==> src/monitor_pkg.sv <==
/*
 * shared definitions for the monitor command decoder
 * character codes, widths, character classes and command states
 */
package monitor_pkg;

	// widths of a received character and of one hex digit
	localparam int CHAR_W   = 8;
	localparam int NIBBLE_W = 4;

	// command letters
	localparam logic [CHAR_W-1:0] CHAR_GO         = 8'h67;
	localparam logic [CHAR_W-1:0] CHAR_WRITE      = 8'h77;
	localparam logic [CHAR_W-1:0] CHAR_READ       = 8'h72;
	localparam logic [CHAR_W-1:0] CHAR_TRASH      = 8'h74;
	localparam logic [CHAR_W-1:0] CHAR_INST_WRITE = 8'h69;
	localparam logic [CHAR_W-1:0] CHAR_PC_PRINT   = 8'h6a;
	// ctrl-c and carriage return
	localparam logic [CHAR_W-1:0] CHAR_QUIT       = 8'h03;
	localparam logic [CHAR_W-1:0] CHAR_CR         = 8'h0d;

	// hex digit ranges, lowercase only
	localparam logic [CHAR_W-1:0] CHAR_DIGIT_LO   = 8'h30;
	localparam logic [CHAR_W-1:0] CHAR_DIGIT_HI   = 8'h39;
	localparam logic [CHAR_W-1:0] CHAR_HEX_LO     = 8'h61;
	localparam logic [CHAR_W-1:0] CHAR_HEX_HI     = 8'h66;

	// cycles from completed goto address to cpu_start
	localparam int START_DELAY = 3;

	typedef enum logic [3:0] {
		CLS_NONE, CLS_HEX, CLS_GO, CLS_QUIT, CLS_WRITE,
		CLS_READ, CLS_TRASH, CLS_INST_WRITE, CLS_PC_PRINT, CLS_CR
	} char_class_e;

	// address/data collection, then run or dump states
	typedef enum logic [3:0] {
		ST_IDLE, ST_GO_ADDR, ST_GO_RUN, ST_WR_ADDR, ST_WR_DATA,
		ST_RD_START, ST_RD_END, ST_RD_DUMP, ST_TRASH,
		ST_INST_ADDR, ST_INST_DATA, ST_PC_PRINT
	} cmd_state_e;

endpackage

==> src/char_decoder.sv <==
/*
 * char_decoder: received byte capture and character classification
 */
`timescale 1ns/10ps

module char_decoder (
	input  logic                             clk,
	input  logic                             rst_n,
	input  logic [monitor_pkg::CHAR_W-1:0]   rout,
	input  logic                             rout_en,
	output logic                             char_valid,
	output monitor_pkg::char_class_e         char_class,
	output logic [monitor_pkg::NIBBLE_W-1:0] nibble
);

	// offset so that 'a' maps to 10
	localparam logic [monitor_pkg::CHAR_W-1:0] ALPHA_BASE = monitor_pkg::CHAR_HEX_LO - 10;

	logic [monitor_pkg::CHAR_W-1:0] rx_byte;
	logic [monitor_pkg::CHAR_W-1:0] alpha_value;

	// hold last character until the next strobe
	always_ff @(posedge clk or negedge rst_n) begin
		if (!rst_n) begin
			rx_byte <= '0;
		end else if (rout_en) begin
			rx_byte <= rout;
		end
	end

	// strobe delayed to line up with rx_byte
	always_ff @(posedge clk or negedge rst_n) begin
		if (!rst_n) begin
			char_valid <= 1'b0;
		end else begin
			char_valid <= rout_en;
		end
	end

	assign alpha_value = rx_byte - ALPHA_BASE;

	always_comb begin
		char_class = monitor_pkg::CLS_NONE;
		nibble     = '0;
		if (rx_byte >= monitor_pkg::CHAR_DIGIT_LO && rx_byte <= monitor_pkg::CHAR_DIGIT_HI) begin
			// '0'..'9' carry their value in the low nibble
			char_class = monitor_pkg::CLS_HEX;
			nibble     = rx_byte[monitor_pkg::NIBBLE_W-1:0];
		end else if (rx_byte >= monitor_pkg::CHAR_HEX_LO && rx_byte <= monitor_pkg::CHAR_HEX_HI) begin
			char_class = monitor_pkg::CLS_HEX;
			nibble     = alpha_value[monitor_pkg::NIBBLE_W-1:0];
		end else begin
			case (rx_byte)
				monitor_pkg::CHAR_GO:         char_class = monitor_pkg::CLS_GO;
				monitor_pkg::CHAR_QUIT:       char_class = monitor_pkg::CLS_QUIT;
				monitor_pkg::CHAR_WRITE:      char_class = monitor_pkg::CLS_WRITE;
				monitor_pkg::CHAR_READ:       char_class = monitor_pkg::CLS_READ;
				monitor_pkg::CHAR_TRASH:      char_class = monitor_pkg::CLS_TRASH;
				monitor_pkg::CHAR_INST_WRITE: char_class = monitor_pkg::CLS_INST_WRITE;
				monitor_pkg::CHAR_PC_PRINT:   char_class = monitor_pkg::CLS_PC_PRINT;
				monitor_pkg::CHAR_CR:         char_class = monitor_pkg::CLS_CR;
				// uppercase and unknown characters fall through
				default:                      char_class = monitor_pkg::CLS_NONE;
			endcase
		end
	end

endmodule

==> src/command_sequencer.sv <==
/*
 * command_sequencer: monitor command FSM, control strobes,
 * line-break pulse and delayed cpu_start
 */
`timescale 1ns/10ps

module command_sequencer (
	input  logic                     clk,
	input  logic                     rst_n,
	input  logic                     char_valid,
	input  monitor_pkg::char_class_e char_class,
	input  logic                     word_valid,
	input  logic                     dump_running,
	input  logic                     trash_running,
	output logic                     digit_take,
	output logic                     word_clear,
	output logic                     cpu_start,
	output logic                     write_address_set,
	output logic                     write_data_en,
	output logic                     read_start_set,
	output logic                     read_end_set,
	output logic                     read_stop,
	output logic                     start_trash,
	output logic                     quit_cmd,
	output logic                     inst_address_set,
	output logic                     inst_data_en,
	output logic                     pc_print,
	output logic                     pc_print_sel,
	output logic                     crlf_in
);

	monitor_pkg::cmd_state_e state;
	monitor_pkg::cmd_state_e state_next;

	logic cmd_quit;
	logic cmd_cr;
	logic cmd_hex;
	logic st_idle;
	logic collecting;
	logic go_done;
	logic word_crlf;
	logic [monitor_pkg::START_DELAY-1:0] go_dly;

	// qualified character classes
	assign cmd_quit = char_valid && (char_class == monitor_pkg::CLS_QUIT);
	assign cmd_cr   = char_valid && (char_class == monitor_pkg::CLS_CR);
	assign cmd_hex  = char_valid && (char_class == monitor_pkg::CLS_HEX);

	always_comb begin
		state_next = state;
		if (cmd_quit) begin
			// ctrl-c wins from any state
			state_next = monitor_pkg::ST_IDLE;
		end else begin
			case (state)
				monitor_pkg::ST_IDLE: begin
					if (char_valid) begin
						case (char_class)
							monitor_pkg::CLS_PC_PRINT:   state_next = monitor_pkg::ST_PC_PRINT;
							monitor_pkg::CLS_GO:         state_next = monitor_pkg::ST_GO_ADDR;
							monitor_pkg::CLS_WRITE:      state_next = monitor_pkg::ST_WR_ADDR;
							monitor_pkg::CLS_READ:       state_next = monitor_pkg::ST_RD_START;
							monitor_pkg::CLS_TRASH:      state_next = monitor_pkg::ST_TRASH;
							monitor_pkg::CLS_INST_WRITE: state_next = monitor_pkg::ST_INST_ADDR;
							default:                     state_next = monitor_pkg::ST_IDLE;
						endcase
					end
				end
				monitor_pkg::ST_GO_ADDR:
					if (word_valid) state_next = monitor_pkg::ST_GO_RUN;
				monitor_pkg::ST_WR_ADDR:
					if (word_valid) state_next = monitor_pkg::ST_WR_DATA;
				monitor_pkg::ST_RD_START:
					if (word_valid) state_next = monitor_pkg::ST_RD_END;
				monitor_pkg::ST_RD_END:
					if (word_valid) state_next = monitor_pkg::ST_RD_DUMP;
				monitor_pkg::ST_INST_ADDR:
					if (word_valid) state_next = monitor_pkg::ST_INST_DATA;
				// dump engine done, back to idle
				monitor_pkg::ST_RD_DUMP, monitor_pkg::ST_PC_PRINT:
					if (!dump_running) state_next = monitor_pkg::ST_IDLE;
				monitor_pkg::ST_TRASH:
					if (!trash_running) state_next = monitor_pkg::ST_IDLE;
				// go run and data states only leave on quit
				default: state_next = state;
			endcase
		end
	end

	always_ff @(posedge clk or negedge rst_n) begin
		if (!rst_n) begin
			state <= monitor_pkg::ST_IDLE;
		end else begin
			state <= state_next;
		end
	end

	assign st_idle    = (state == monitor_pkg::ST_IDLE);
	assign collecting = (state inside {monitor_pkg::ST_GO_ADDR, monitor_pkg::ST_WR_ADDR,
		monitor_pkg::ST_WR_DATA, monitor_pkg::ST_RD_START, monitor_pkg::ST_RD_END,
		monitor_pkg::ST_INST_ADDR, monitor_pkg::ST_INST_DATA});

	// to the word assembler
	assign digit_take = cmd_hex && collecting;
	assign word_clear = cmd_quit || (st_idle && (state_next inside {monitor_pkg::ST_GO_ADDR,
		monitor_pkg::ST_WR_ADDR, monitor_pkg::ST_RD_START, monitor_pkg::ST_INST_ADDR}));

	// word strobes, one per collecting state
	assign write_address_set = word_valid && (state == monitor_pkg::ST_WR_ADDR);
	assign write_data_en     = word_valid && (state == monitor_pkg::ST_WR_DATA);
	assign read_start_set    = word_valid && (state == monitor_pkg::ST_RD_START);
	assign read_end_set      = word_valid && (state == monitor_pkg::ST_RD_END);
	assign inst_address_set  = word_valid && (state == monitor_pkg::ST_INST_ADDR);
	assign inst_data_en      = word_valid && (state == monitor_pkg::ST_INST_DATA);

	// command strobes
	assign read_stop    = cmd_quit && (state == monitor_pkg::ST_RD_DUMP);
	assign quit_cmd     = cmd_quit;
	assign start_trash  = st_idle && (state_next == monitor_pkg::ST_TRASH);
	assign pc_print     = st_idle && (state_next == monitor_pkg::ST_PC_PRINT);
	assign pc_print_sel = (state == monitor_pkg::ST_PC_PRINT);

	// completed addresses that end a line
	assign go_done   = (state == monitor_pkg::ST_GO_ADDR) && (state_next == monitor_pkg::ST_GO_RUN);
	assign word_crlf = go_done || write_address_set || read_end_set || inst_address_set;
	assign crlf_in   = word_crlf || cmd_quit || cmd_cr || start_trash || pc_print;

	// give the terminal time for the line break before running
	always_ff @(posedge clk or negedge rst_n) begin
		if (!rst_n) begin
			go_dly <= '0;
		end else begin
			go_dly <= {go_dly[monitor_pkg::START_DELAY-2:0], go_done};
		end
	end

	assign cpu_start = go_dly[monitor_pkg::START_DELAY-1];

	// ctrl-c lands in idle on the next cycle
	assert property (@(posedge clk) disable iff (!rst_n)
		cmd_quit |=> (state == monitor_pkg::ST_IDLE))
		else $error("quit did not return the FSM to idle");

	assert property (@(posedge clk) disable iff (!rst_n)
		$onehot0({write_address_set, write_data_en, read_start_set, read_end_set,
			inst_address_set, inst_data_en}))
		else $error("more than one word strobe active");

endmodule

==> src/hex_word_assembler.sv <==
/*
 * hex_word_assembler: nibble shift register, digit counter,
 * word-complete pulse and output word
 */
`timescale 1ns/10ps

module hex_word_assembler #(
	parameter int WORD_WIDTH = 32
) (
	input  logic                             clk,
	input  logic                             rst_n,
	input  logic                             digit_take,
	input  logic                             word_clear,
	input  logic [monitor_pkg::NIBBLE_W-1:0] nibble,
	output logic                             word_valid,
	output logic [WORD_WIDTH-1:0]            uart_data
);

	// hex digits per word
	localparam int DIGITS = WORD_WIDTH / monitor_pkg::NIBBLE_W;
	localparam int CNT_W  = (DIGITS > 1) ? $clog2(DIGITS) : 1;
	localparam logic [CNT_W-1:0] LAST_DIGIT = CNT_W'(DIGITS - 1);

	logic [WORD_WIDTH-1:0] work_word;
	logic [WORD_WIDTH-1:0] shifted_word;
	logic [CNT_W-1:0]      digit_cnt;
	logic                  word_valid_pre;

	// msd first so each new nibble enters at the bottom
	assign shifted_word   = {work_word[WORD_WIDTH-monitor_pkg::NIBBLE_W-1:0], nibble};
	assign word_valid_pre = digit_take && (digit_cnt == LAST_DIGIT);

	always_ff @(posedge clk or negedge rst_n) begin
		if (!rst_n) begin
			work_word <= '0;
		end else if (word_clear) begin
			work_word <= '0;
		end else if (digit_take) begin
			work_word <= shifted_word;
		end
	end

	// wraps straight to zero after the last digit
	always_ff @(posedge clk or negedge rst_n) begin
		if (!rst_n) begin
			digit_cnt <= '0;
		end else if (word_clear) begin
			digit_cnt <= '0;
		end else if (digit_take) begin
			if (digit_cnt == LAST_DIGIT) begin
				digit_cnt <= '0;
			end else begin
				digit_cnt <= digit_cnt + 1'b1;
			end
		end
	end

	// completed word held until the next one
	always_ff @(posedge clk or negedge rst_n) begin
		if (!rst_n) begin
			uart_data <= '0;
		end else if (word_valid_pre) begin
			uart_data <= shifted_word;
		end
	end

	always_ff @(posedge clk or negedge rst_n) begin
		if (!rst_n) begin
			word_valid <= 1'b0;
		end else begin
			word_valid <= word_valid_pre;
		end
	end

	// a word needs several digits, so never back to back
	assert property (@(posedge clk) disable iff (!rst_n)
		word_valid |=> !word_valid)
		else $error("word_valid high on two consecutive cycles");

endmodule

==> src/uart_monitor_decoder.sv <==
/*
 * uart_monitor_decoder: top level of the monitor command decoder
 */
`timescale 1ns/10ps

module uart_monitor_decoder #(
	parameter int WORD_WIDTH = 32
) (
	input  logic                           clk,
	input  logic                           rst_n,
	input  logic [monitor_pkg::CHAR_W-1:0] rout,
	input  logic                           rout_en,
	input  logic                           dump_running,
	input  logic                           trash_running,
	output logic [WORD_WIDTH-1:0]          uart_data,
	output logic                           cpu_start,
	output logic                           write_address_set,
	output logic                           write_data_en,
	output logic                           read_start_set,
	output logic                           read_end_set,
	output logic                           read_stop,
	output logic                           start_trash,
	output logic                           quit_cmd,
	output logic                           inst_address_set,
	output logic                           inst_data_en,
	output logic                           pc_print,
	output logic                           pc_print_sel,
	output logic                           crlf_in
);

	// decoder to sequencer and assembler
	logic                             char_valid;
	monitor_pkg::char_class_e         char_class;
	logic [monitor_pkg::NIBBLE_W-1:0] nibble;
	// sequencer and assembler handshake
	logic                             digit_take;
	logic                             word_clear;
	logic                             word_valid;

	char_decoder u_char_decoder (
		.clk        (clk),
		.rst_n      (rst_n),
		.rout       (rout),
		.rout_en    (rout_en),
		.char_valid (char_valid),
		.char_class (char_class),
		.nibble     (nibble)
	);

	command_sequencer u_command_sequencer (
		.clk               (clk),
		.rst_n             (rst_n),
		.char_valid        (char_valid),
		.char_class        (char_class),
		.word_valid        (word_valid),
		.dump_running      (dump_running),
		.trash_running     (trash_running),
		.digit_take        (digit_take),
		.word_clear        (word_clear),
		.cpu_start         (cpu_start),
		.write_address_set (write_address_set),
		.write_data_en     (write_data_en),
		.read_start_set    (read_start_set),
		.read_end_set      (read_end_set),
		.read_stop         (read_stop),
		.start_trash       (start_trash),
		.quit_cmd          (quit_cmd),
		.inst_address_set  (inst_address_set),
		.inst_data_en      (inst_data_en),
		.pc_print          (pc_print),
		.pc_print_sel      (pc_print_sel),
		.crlf_in           (crlf_in)
	);

	hex_word_assembler #(
		.WORD_WIDTH (WORD_WIDTH)
	) u_hex_word_assembler (
		.clk        (clk),
		.rst_n      (rst_n),
		.digit_take (digit_take),
		.word_clear (word_clear),
		.nibble     (nibble),
		.word_valid (word_valid),
		.uart_data  (uart_data)
	);

endmodule

==> config.mk <==
export PLATFORM = sky130hd
export DESIGN_NAME = uart_monitor_decoder
export DESIGN_NICKNAME = d
export VERILOG_FILES = /design/src/monitor_pkg.sv /design/src/char_decoder.sv /design/src/command_sequencer.sv /design/src/hex_word_assembler.sv /design/src/uart_monitor_decoder.sv
export SDC_FILE = /design/constraint.sdc
export NUM_CORES = 1
export LEC_CHECK = 0
export BUFFER_PORTS_ARGS = -buffer_cell sky130_fd_sc_hd__clkbuf_2
export CAP_MARGIN = 30
export CORE_MARGIN = 2
export CORE_UTILIZATION = 45
export CTS_BUF_LIST = sky130_fd_sc_hd__clkbuf_4 sky130_fd_sc_hd__clkbuf_8
export DETAILED_ROUTE_END_ITERATION = 6
export GPL_TIMING_DRIVEN = 0
export PLACE_DENSITY = 0.77
export SYNTH_ARGS = -nofsm -noshare
export SYNTH_HDL_FRONTEND = slang
export SYNTH_SLANG_ARGS = --single-unit
==> constraint.sdc <==
create_clock -name clk -period 2.53 [get_ports clk]
set_input_delay 0.506 -clock clk [delete_from_list [all_inputs] [get_ports clk]]
set_output_delay 0.506 -clock clk [all_outputs]
set_load 0.05 [all_outputs]
Yosys cells after proc, flatten, opt, wreduce, memory -nomap -nowiden
Cells that the tools add are included.
{ "word_totals": {"word_cells": 101, "out_inout_bits": 45, "ff_bits": 80, "in_bits": 13} }
{ "op_classes": {"mux": 21, "eq_ne": 35, "magnitude_cmp": 4, "n_addsub": 2, "reduce_logical": 31} }
{ "ops": {"columns": ["operator", "count"], "rows": [
  ["$pmux W4 S8", 2],
  ["$mux W28", 2],
  ["$mux W4", 13],
  ["$eq A8 B7 Y1 const B", 6],
  ["$eq A4 B3 Y1 const B", 9],
  ["$eq A4 B4 Y1 const B", 9],
  ["$pmux W4 S6", 1],
  ["$eq A4 B2 Y1 const B", 5],
  ["$logic_and A1 B1 Y1", 18],
  ["$eq A4 B1 Y1 const B", 3],
  ["$mux W3", 3],
  ["$eq A8 B2 Y1 const B", 1],
  ["$eq A8 B4 Y1 const B", 1],
  ["$ge A8 B6 Y1 const B", 1],
  ["$ge A8 B7 Y1 const B", 1],
  ["$le A8 B6 Y1 const B", 1],
  ["$le A8 B7 Y1 const B", 1],
  ["$logic_or A1 B1 Y1", 8],
  ["$reduce_bool A7 Y1", 1],
  ["$logic_not A4 Y1", 1],
  ["$reduce_bool A4 Y1", 1],
  ["$sub A4 B3 Y4 const B", 1],
  ["$add A3 B1 Y3 const B", 1],
  ["$eq A3 B3 Y1 const B", 1],
  ["other kinds (2)", 2]
]} }

Logic depth before layout (Yosys ltp)
Gate-level depths: netlist of run 1.
{ "depth": {"word_depth": 18, "ltp_mapped": 10, "depth_no_buf": 9} }

Hierarchy
Synthesis of run 1 repeated with hierarchy kept, for this count alone.
{ "unflattened": {"hier_cells": 334, "area_unflattened_um2": 4020.1} }
{ "by_module_without_submodules": {"columns": ["module", "area_per_inst_um2", "n_inst", "cells_per_inst", "seq_area_each_um2"], "rows": [
  ["hex_word_assembler", 2618.8, 1, 173, 1601.5],
  ["command_sequencer", 740.7, 1, 97, 175.2],
  ["char_decoder", 660.6, 1, 64, 225.2]
]} }

Worst setup path before layout of run 1
OpenSTA, ideal clock, no wires.
{ "synth_path": {"kind": "reg-to-output", "startpoint": "register u_char_decoder.rx_byte[2] in the netlist's numbering", "endpoint": "output crlf_in", "t_arrival_ns": 3.251, "setup_slack_ns": -1.227, "n_path_buf": 0, "required_ns": 2.024, "path_stages_with_launch": 7, "cell_sequence": "dfrtp_1 > or3_1 > a2111oi_0 > o31a_1 > a31oi_1 > nor2_1 > nand3b_1"} }
{ "synth_via": {"elab_cells_between_ends": 44, "classes_between": "order compare: 4; eq/ne: 19; mux: 7; reduce/logical: 14"} }
{ "synth_lines": {"columns": ["element", "line_no", "source"], "rows": [
  ["start: declaration", "char_decoder.sv:19", "logic [monitor_pkg::CHAR_W-1:0] rx_byte;"],
  ["start signal: assignment", "char_decoder.sv:27", "rx_byte <= rout;"],
  ["$ge A8 B7 Y1, or another cell as far along", "char_decoder.sv:49", "end else if (rx_byte >= monitor_pkg::CHAR_HEX_LO && rx_byte <= monitor_pkg::CHAR_HEX_HI) begin"],
  ["$logic_and A1 B1 Y1 / $pmux W4 S8 (equally long branches)", "char_decoder.sv:49, char_decoder.sv:53", null],
  ["$mux W4", "char_decoder.sv:49", null],
  ["$mux W4 *", "char_decoder.sv:45", "if (rx_byte >= monitor_pkg::CHAR_DIGIT_LO && rx_byte <= monitor_pkg::CHAR_DIGIT_HI) begin"],
  ["$eq A4 B2 Y1 *", "command_sequencer.sv:45", "assign cmd_quit = char_valid && (char_class == monitor_pkg::CLS_QUIT);"],
  ["$logic_and A1 B1 Y1 *", "command_sequencer.sv:45", null],
  ["named net quit_cmd", "uart_monitor_decoder.sv:23", "output logic quit_cmd,"],
  ["$mux W4 *", "command_sequencer.sv:51", "if (cmd_quit) begin"],
  ["named net u_command_sequencer.state_next[0]", "command_sequencer.sv:33", "monitor_pkg::cmd_state_e state_next;"],
  ["$eq A4 B4 Y1 *", "command_sequencer.sv:119", "assign start_trash = st_idle && (state_next == monitor_pkg::ST_TRASH);"],
  ["$logic_and A1 B1 Y1 *", "command_sequencer.sv:119", null],
  ["named net start_trash", "uart_monitor_decoder.sv:22", "output logic start_trash,"],
  ["$logic_or A1 B1 Y1 * (2 in series)", "command_sequencer.sv:126", "assign crlf_in = word_crlf || cmd_quit || cmd_cr || start_trash || pc_print;"],
  ["end: declaration", "uart_monitor_decoder.sv:28", "output logic crlf_in"]
]} }
Mark *: on every way through the listed nets, which the timed path passes. The rest lies on a longest branch.

Worst setup path after layout of run 1
{ "layout_path": {"startpoint": "register u_char_decoder.rx_byte[1] in the netlist's numbering", "endpoint": "output crlf_in"} }
{ "layout_via": {"elab_chain_cells": 18, "elab_cells_between_ends": 44, "classes_between": "order compare: 4; eq/ne: 19; mux: 7; reduce/logical: 14"} }
{ "layout_rtl": {"columns": ["element", "line_no", "source"], "rows": [
  ["$ge A8 B7 Y1, or another cell as far along", "char_decoder.sv:49", null],
  ["$logic_and A1 B1 Y1 / $pmux W4 S8 (equally long branches)", "char_decoder.sv:49, char_decoder.sv:53", null],
  ["$mux W4", "char_decoder.sv:49", null],
  ["$mux W4 *", "char_decoder.sv:45", null],
  ["$eq A4 B3 Y1, or another cell as far along", "command_sequencer.sv:58", "case (char_class)"],
  ["$pmux W4 S6", "command_sequencer.sv:58", null],
  ["$mux W4", "command_sequencer.sv:57", "if (char_valid) begin"],
  ["$pmux W4 S8", "command_sequencer.sv:55", "case (state)"],
  ["$mux W4 *", "command_sequencer.sv:51", null],
  ["named net u_command_sequencer.state_next[0]", "command_sequencer.sv:33", null],
  ["$eq A4 B2 Y1", "command_sequencer.sv:124", "assign go_done = (state == monitor_pkg::ST_GO_ADDR) && (state_next == monitor_pkg::ST_GO_RUN);"],
  ["$logic_and A1 B1 Y1", "command_sequencer.sv:124", null],
  ["$logic_or A1 B1 Y1 (3 in series)", "command_sequencer.sv:125", "assign word_crlf = go_done || write_address_set || read_end_set || inst_address_set;"],
  ["$logic_or A1 B1 Y1 (3 in series)", "command_sequencer.sv:126", null],
  ["$logic_or A1 B1 Y1 *", "command_sequencer.sv:126", null]
]} }
Marks and branches as above.

==> summary.txt, run 1 <==
Outcome
  • Status: finished with violations
  • Failing checks: negative setup slack

Placed design
  • Detailed placement HPWL: 5900 um
  • PortBufs: 57
  • Gpl congestion: 0.851
  • DP Cell Count: 507

Logic synthesis
  • Synth Net Count: 360
  • Synth cell types: 59
  • Syn_area_per_cell: 11.9 sq um
  • #FFs+latches synth: 80
  • Gate count after technology mapping: 341
  • Ys async rst share: 100%
  • Number of enable flip-flop cells after synthesis: 0
  • Synthesized area: 4070 sq um
  • Post-synth top flop: dfrtp_1
  • Register area share after synthesis: 49.2%
  • Ys Warns: 0

Global routing
  • Congestion Overflow GR: 0
  • Number of global-route vias before repair: 3108
  • Largest net degree at the start of global routing: 46
  • GRT Total Usage: 18.7%
  • First-pass GRT wire length: 14900 um
  • Initial antenna violation count: 0

Timing
  • Setup Viol. Count Final: 69
  • Slew @ Worst Pin: 0.567 ns
  • Fin crit period: 3.31 ns
  • Period utilization: 131%
  • Fin worst setup slack: -0.779 ns
  • Max-slew violation count: 0
  • Rel. slew slack: 62.1%
  • Achievable frequency: 302 MHz
  • Worst Skew: 0.0152 ns
  • Unrepaired setup endpoints after global routing: yes
  • Fin. Hold Viols: 0

Power
  • P_leak: 0.00281 uW
  • Maximum VDD drop: 0.000382 V
  • PwrDens: 497 nW/um^2

Critical path
  • Setup Crit Path Kind: flip-flop to output pin
  • Slowest cell on crit path: or4_4
  • R2R depth: 13
  • Critical Path Max Stage Delay: 0.53 ns
  • WP buf/inv: 2
  • R2R Setup Slk: -0.54 ns
  • Startpoint Class: flip-flop
  • Reg-to-Reg End: u_hex_word_assembler.work_word[15]
  • Critical path peak fanout: 5
  • Reg2reg start: u_char_decoder.rx_byte[0]
  • Cell family with most CP delay: simple AND/OR/NAND/NOR gates
  • Req. time, crit path: 2.02 ns
  • Critical path arrival: 2.80 ns
  • CP Capture Type: output pin
  • Crit path cell chain: inv_4 > ha_4 > nand2_4 > nor3_4 > nor2_2 > or4_4 > a31oi_4 > nor2_4 > nand3b_1 > buf_8

Die
  • Die Area: 9820 sq um
  • Die W: 99.1 um
  • Core ar.: 8760 sq um
  • # rows: 34
  • I/O Pins: 58
  • Initial Util: 46.5%
  • Die H: 99.1 um

Clock tree
  • Root buf cell: clkbuf_8
  • Htree depth: 3
  • CTS clk-pin slew, worst paths: 0.09 ns
  • Skew-Pair Late Insertion Delay: 0.35 ns
  • TritonCTS Buffers: 9
  • Clk sinks: 80
  • Worst-case clock buffer depth: 2
  • TritonCTS clock tree: done

Detailed routing
  • Routed length per instance: 17.2 um
  • Drt pass-1 iters: 5
  • DR iter-0 viols: 145
  • DRC violations left: 0
  • Total Wirelength: 9350 um
  • DRT antenna net count: 0
  • Vias per cell: 5.69
  • Via count: 3096

Min path
  • Hold/Removal Path Class: primary input to asynchronous set/reset pin

Final layout
  • P&R area growth vs syn: 30.7%
  • NumNets Final: 450
  • Antenna cells: 0
  • Layout cells sized above 1: 50.7%
  • Fillers: 679
  • Final cell count without fillers: 544
  • Layout Utilization: 60.7%

Run
  • Max-cap viol count: 0
-- where the power goes --
group	internal (uW)	switching, uW
Combinational	160	192
Clock	374	509
Sequential	1340	67.3
-- what timing repair did --
item                                    in CTS  in global routing
pin swaps                                   12                  7
hold buffers                                 0                  0
gates resized for setup                     43                 19
setup buffers                               13                  8
endpoints found under the setup margin      71                 72
-- worst max path at each step --
| stage | slack, ns | endpoint | from | cells past startpoint |
|---|---|---|---|---|
| detailed placement | -0.69 | u_hex_word_assembler.uart_data[30] | u_char_decoder.rx_byte[1] | 8 |
| floorplan | -0.42 | crlf_in | u_char_decoder.rx_byte[0] | 8 |
| global route | -0.90 | crlf_in | u_char_decoder.rx_byte[7] | 8 |
| CTS | -0.69 | crlf_in | u_char_decoder.rx_byte[0] | 8 |
| global placement | -0.60 | u_hex_word_assembler.uart_data[2] | u_char_decoder.rx_byte[1] | 8 |
| finish | -0.78 | crlf_in | u_char_decoder.rx_byte[1] | 10 |
-- sequential cells by signal, indices dropped and copies added, names as in the netlist --
name / count
u_hex_word_assembler.work_word: 28
u_hex_word_assembler.digit_cnt: 3
u_char_decoder.rx_byte: 8
u_hex_word_assembler.uart_data: 32
u_char_decoder.char_valid: 1
u_hex_word_assembler.word_valid: 1
u_command_sequencer.state: 4
u_command_sequencer.go_dly: 3
-- cell usage after synthesis, drive strengths merged (4+ instances only) --
cell,count,area [sq um]
dfrtp,80,2000
nor3,40,362
mux2,37,417
mux2i,30,300
nand2,15,56.3
nor2,15,58.8
buf,12,87.6
inv,9,33.8
o21ai,9,45.0
clkbuf,8,30.0
nand2b,7,43.8
ha,6,75.1
a211oi,5,47.5
a21oi,5,25.0
nand3,5,25.0
or4,4,33.8
-- final cells by class --
type	count	area, sq um	area share (%)
multi-input cells	232	2260	42.4
flip-flops and latches	80	2010	37.7
repair buffers	79	524	9.85
plain buffers	20	173	3.24
well taps	108	135	2.54
clock buffers	9	124	2.33
clock inverters	7	66.3	1.25
inverters	9	36.3	0.682
-- per-layer routing --
layer / track usage [%] / up-vias / wire [um]
li1: - / 1429 / -
met4: 7.48 / 0 / 250
met3: 3.58 / 24 / 340
met1: 24.7 / 1547 / 4090
met5: 0 / - / 0
met2: 30.5 / 96 / 4670
-- stage by stage --
| step | TNS [ns] | setup slack [ns] | hold slack (ns) | instance area [sq um] | total power (uW) |
|---|---|---|---|---|---|
| 6_report | -30.03 | -0.779 | 0.155 | 5320 | 2640 |
| 5_1_grt | -39.50 | -0.897 | 0.184 | 5320 | 2760 |
| 4_1_cts | -20.21 | -0.691 | 0.156 | 5180 | 2630 |
| 3_5_place_dp | -31.69 | -0.695 | 0.336 | 4670 | 1700 |
| 3_3_place_gp | -28.11 | -0.598 | 0.331 | 4640 | 1680 |
| 2_1_floorplan | -6.19 | -0.417 | 0.210 | 4220 | 1600 |
-- kinds of logic after synthesis --
| family | share of synthesized area, % |
|---|---|
| multiplexers | 17.6 |
| adder cells (fa/ha/maj) | 1.84 |
| flip-flops | 49.2 |
| XOR/XNOR | 0.430 |
| AO/OA/AOI/OAI | 8.02 |
| buffers and inverters | 3.72 |
| AND/OR/NAND/NOR | 19.2 |
-- cells in the final DEF (no fill, tap or decap), drive strengths merged, types with 4 or more instances in the layout --
cell type  Yosys  layout
nand3          5       5
mux2          37      37
clkbuf         8      71
ha             6       6
a211oi         5       5
mux2i         30      30
nor3          40      40
buf           12      37
nand2         15      15
or4            4       4
nand2b         7       7
o21ai          9       9
nor2          15      15
inv            9      11
dfrtp         80      80
a21oi          5       5
Power figures use the tool's default switching activity.
==> run 2: changes to the inputs <==
Settings changed: BUFFER_PORTS_ARGS -buffer_cell sky130_fd_sc_hd__clkbuf_2 to default, DONT_BUFFER_PORTS from default to 1, PLACE_DENSITY 0.77 to 0.71, TNS_END_PERCENT from default to 50.
==> run 2 against run 1 <==
Against the previous run: the run still ends with negative setup slack left; non-clock buffer count is 50 lower; count of clock-buffer cells in the layout stayed put; clock power is 12% higher; global-route usage hardly changed; worst hold slack worse by 0.13 ns; first-iteration DRC count is 14% lower; utilization is 3.2 points lower; highest routed layer unchanged; critical path type unchanged; clock skew is 0.0011 ns lower.
==> summary.txt, run 2 (synthesized netlist as in run 1, its figures left out) <==
Outcome
  • Status: finished with violations
  • Failing checks: negative setup slack

Timing
  • Fin. Hold Viols: 0 (unchanged)
  • Setup Viol. Count Final: 66 (-4.3%)
  • Achievable frequency: 285 MHz (-5.8%)
  • Setup TNS: -17.06 ns (+12.97 ns)
  • Period utilization: 139% (+8.1 points)
  • Worst Skew: 0.0141 ns (-0.00109 ns)
  • Rel. slew slack: 61.6% (-0.51 points)
  • Fin crit period: 3.51 ns (+0.204 ns)
  • Max-slew violation count: 0 (unchanged)
  • Fin worst setup slack: -0.984 ns (-0.204 ns)
  • Slew @ Worst Pin: 0.574 ns (+0.00678 ns)
  • Unrepaired setup endpoints after global routing: yes
  • Final hold slack: 0.0299 ns (-0.125 ns)

Die
  • Die Area: 9820 sq um (unchanged)
  • Core ar.: 8760 sq um (unchanged)
  • Die H: 99.1 um (unchanged)
  • Die W: 99.1 um (unchanged)
  • I/O Pins: 58 (unchanged)
  • # rows: 34 (unchanged)
  • Initial Util: 46.5% (unchanged)

Detailed routing
  • Routed length per instance: 17.5 um (+2.0%)
  • DR iter-0 viols: 124 (-14%)
  • Drt pass-1 iters: 4 (-1)
  • DRT antenna net count: 0 (unchanged)
  • Via count: 2833 (-8.5%)
  • Total Wirelength: 8670 um (-7.3%)
  • Vias per cell: 5.73 (+0.77%)
  • DRC violations left: 0 (unchanged)

Final layout
  • P&R area growth vs syn: 23.8%
  • NumNets Final: 400 (-11%)
  • Largest register by flop count: u_hex_word_assembler.uart_data
  • Most frequent cells in the layout: dfrtp_1 (75), nor3_2 (35), buf_4 (31), mux2i_1 (30), mux2_2 (25)
  • Max reg flops: 32 (unchanged)
  • Layout cells sized above 1: 44.8% (-5.9 points)
  • Most common cell after layout, fill and taps aside: dfrtp_1
  • Antenna cells: 0 (unchanged)
  • Largest regs: u_hex_word_assembler.uart_data: 32 flops, u_hex_word_assembler.work_word: 28 flops, u_char_decoder.rx_byte: 8 flops
  • Layout Utilization: 57.5% (-3.2 points)
  • Finished Cell Area: 5040 sq um (-5.3%)

Clock tree
  • Skew-Pair Late Insertion Delay: 0.37 ns (+0.02 ns)
  • TritonCTS Buffers: 9 (unchanged)
  • Htree depth: 3 (unchanged)
  • TritonCTS clock tree: done
  • CTS clk-pin slew, worst paths: 0.09 ns (about the same)
  • Root buf cell: clkbuf_8
  • Clk sinks: 80 (unchanged)
  • Worst-case clock buffer depth: 2 (unchanged)

Placed design
  • Detailed placement HPWL: 5540 um (-6.1%)
  • PortBufs: 0 (-100%)
  • Dpl cell area: 4360 sq um (-6.8%)
  • Pre-CTS WS: -0.750 ns (-0.0550 ns)
  • Gpl congestion: 0.830 (-2.5%)

Critical path
  • Crit path cell chain: buf_6 > ha_4 > o21bai_1 > a211oi_2 > buf_4 > nor2_1 > o2111ai_2 > a31oi_4 > nor2_4 > nand3b_1
  • CP Capture Type: output pin
  • Critical Path Max Stage Delay: 0.51 ns (-0.02 ns)
  • Startpoint Class: flip-flop
  • Req. time, crit path: 2.02 ns (about the same)
  • Critical path arrival: 3.01 ns (+0.21 ns)
  • Critical path peak fanout: 5 (unchanged)
  • Slowest cell on crit path: nand3b_1
  • Setup Crit Path Kind: flip-flop to output pin

Global routing
  • Congestion Overflow GR: 0 (unchanged)
  • Number of global-route vias before repair: 2873 (-7.6%)
  • Largest net degree at the start of global routing: 81 (+76%)
  • GRT Total Usage: 18.7% (-0.039 points)
  • First-pass GRT wire length: 14700 um (-1.5%)
  • Initial antenna violation count: 0 (unchanged)

Run
  • Max-cap viol count: 0 (unchanged)

Power
  • Maximum VDD drop: 0.000403 V (+5.4%)
  • PwrDens: 543 nW/um^2 (+9.3%)
  • P_leak: 0.00253 uW (-9.7%)

Min path
  • Hold/Removal Path Class: primary input to asynchronous set/reset pin
[run 2: cell count changes in the layout (fill, tap and decap cells not counted), sizes merged]
cell      change
clkbuf       -54
buf           +4
clkinv        -3
bufinv        +1
clkinvlp      +1
inv           +1
[run 2: power by group]
part | switching [uW] | internal (uW)
logic | 181 | 160
clock network | 517 | 473
registers | 64.5 | 1340
[run 2: area by class of cell]
cell class	count	area (sq um)
Fill cell	715	3720
Multi-Input combinational cell	232	2260
Sequential cell	80	2010
Timing Repair Buffer	29	241
Buffer	20	146
Tap cell	108	135
Clock buffer	9	124
Clock inverter	7	82.6
Inverter	9	42.5
[run 2: worst paths after layout]
path / slack (ns) / startpoint / to / cells after the start
worst max-delay path: -0.98 / u_char_decoder.rx_byte[0] / crlf_in / 10
max in group asynchronous: 2.17 / rst_n / u_char_decoder.rx_byte[2] / 1
worst min register to register: 0.34 / u_command_sequencer.go_dly[0] / u_command_sequencer.go_dly[1] / 0
worst min-delay path: 0.03 / rst_n / u_command_sequencer.go_dly[2] / 1
worst max register to register: -0.28 / u_char_decoder.rx_byte[1] / u_hex_word_assembler.work_word[26] / 11
min in group clk: 0.16 / rout_en / u_char_decoder.char_valid / 0
[run 2: critical path: cells and delay by family, from the launching register on]
family / cells / cell delay [ns]
AO/OA/AOI/OAI: 4 / 0.78
adder cells (fa/ha/maj): 1 / 0.17
buffers and inverters: 2 / 0.29
flip-flops: 1 / 0.47
AND/OR/NAND/NOR: 3 / 0.93
[run 2: metal layers]
| metal | part of all wire, % | vias up | GRT usage, % |
|---|---|---|---|
| met1 | 45 | 1432 | 24.1 |
| li1 | - | 1324 | - |
| met4 | 1.6 | 0 | 6.22 |
| met2 | 49 | 66 | 29.9 |
| met5 | 0 | - | 0 |
| met3 | 5.0 | 11 | 5.97 |
[run 2: stage by stage]
| step | power, uW | std cells |
|---|---|---|
| final | 2740 | 494 |
| after global routing | 2860 | 494 |
| after CTS | 2730 | 487 |
| after detailed placement | 1660 | 452 |
| after global placement | 1650 | 449 |
| after floorplan | 1600 | 341 |
[run 2: what timing repair did]
item,in CTS,in global routing
gates resized for setup,36,15
hold buffers,1,0
setup endpoints to repair,74,73
endpoints found under the hold margin,80,0
setup buffers,18,7
pin swaps,19,12
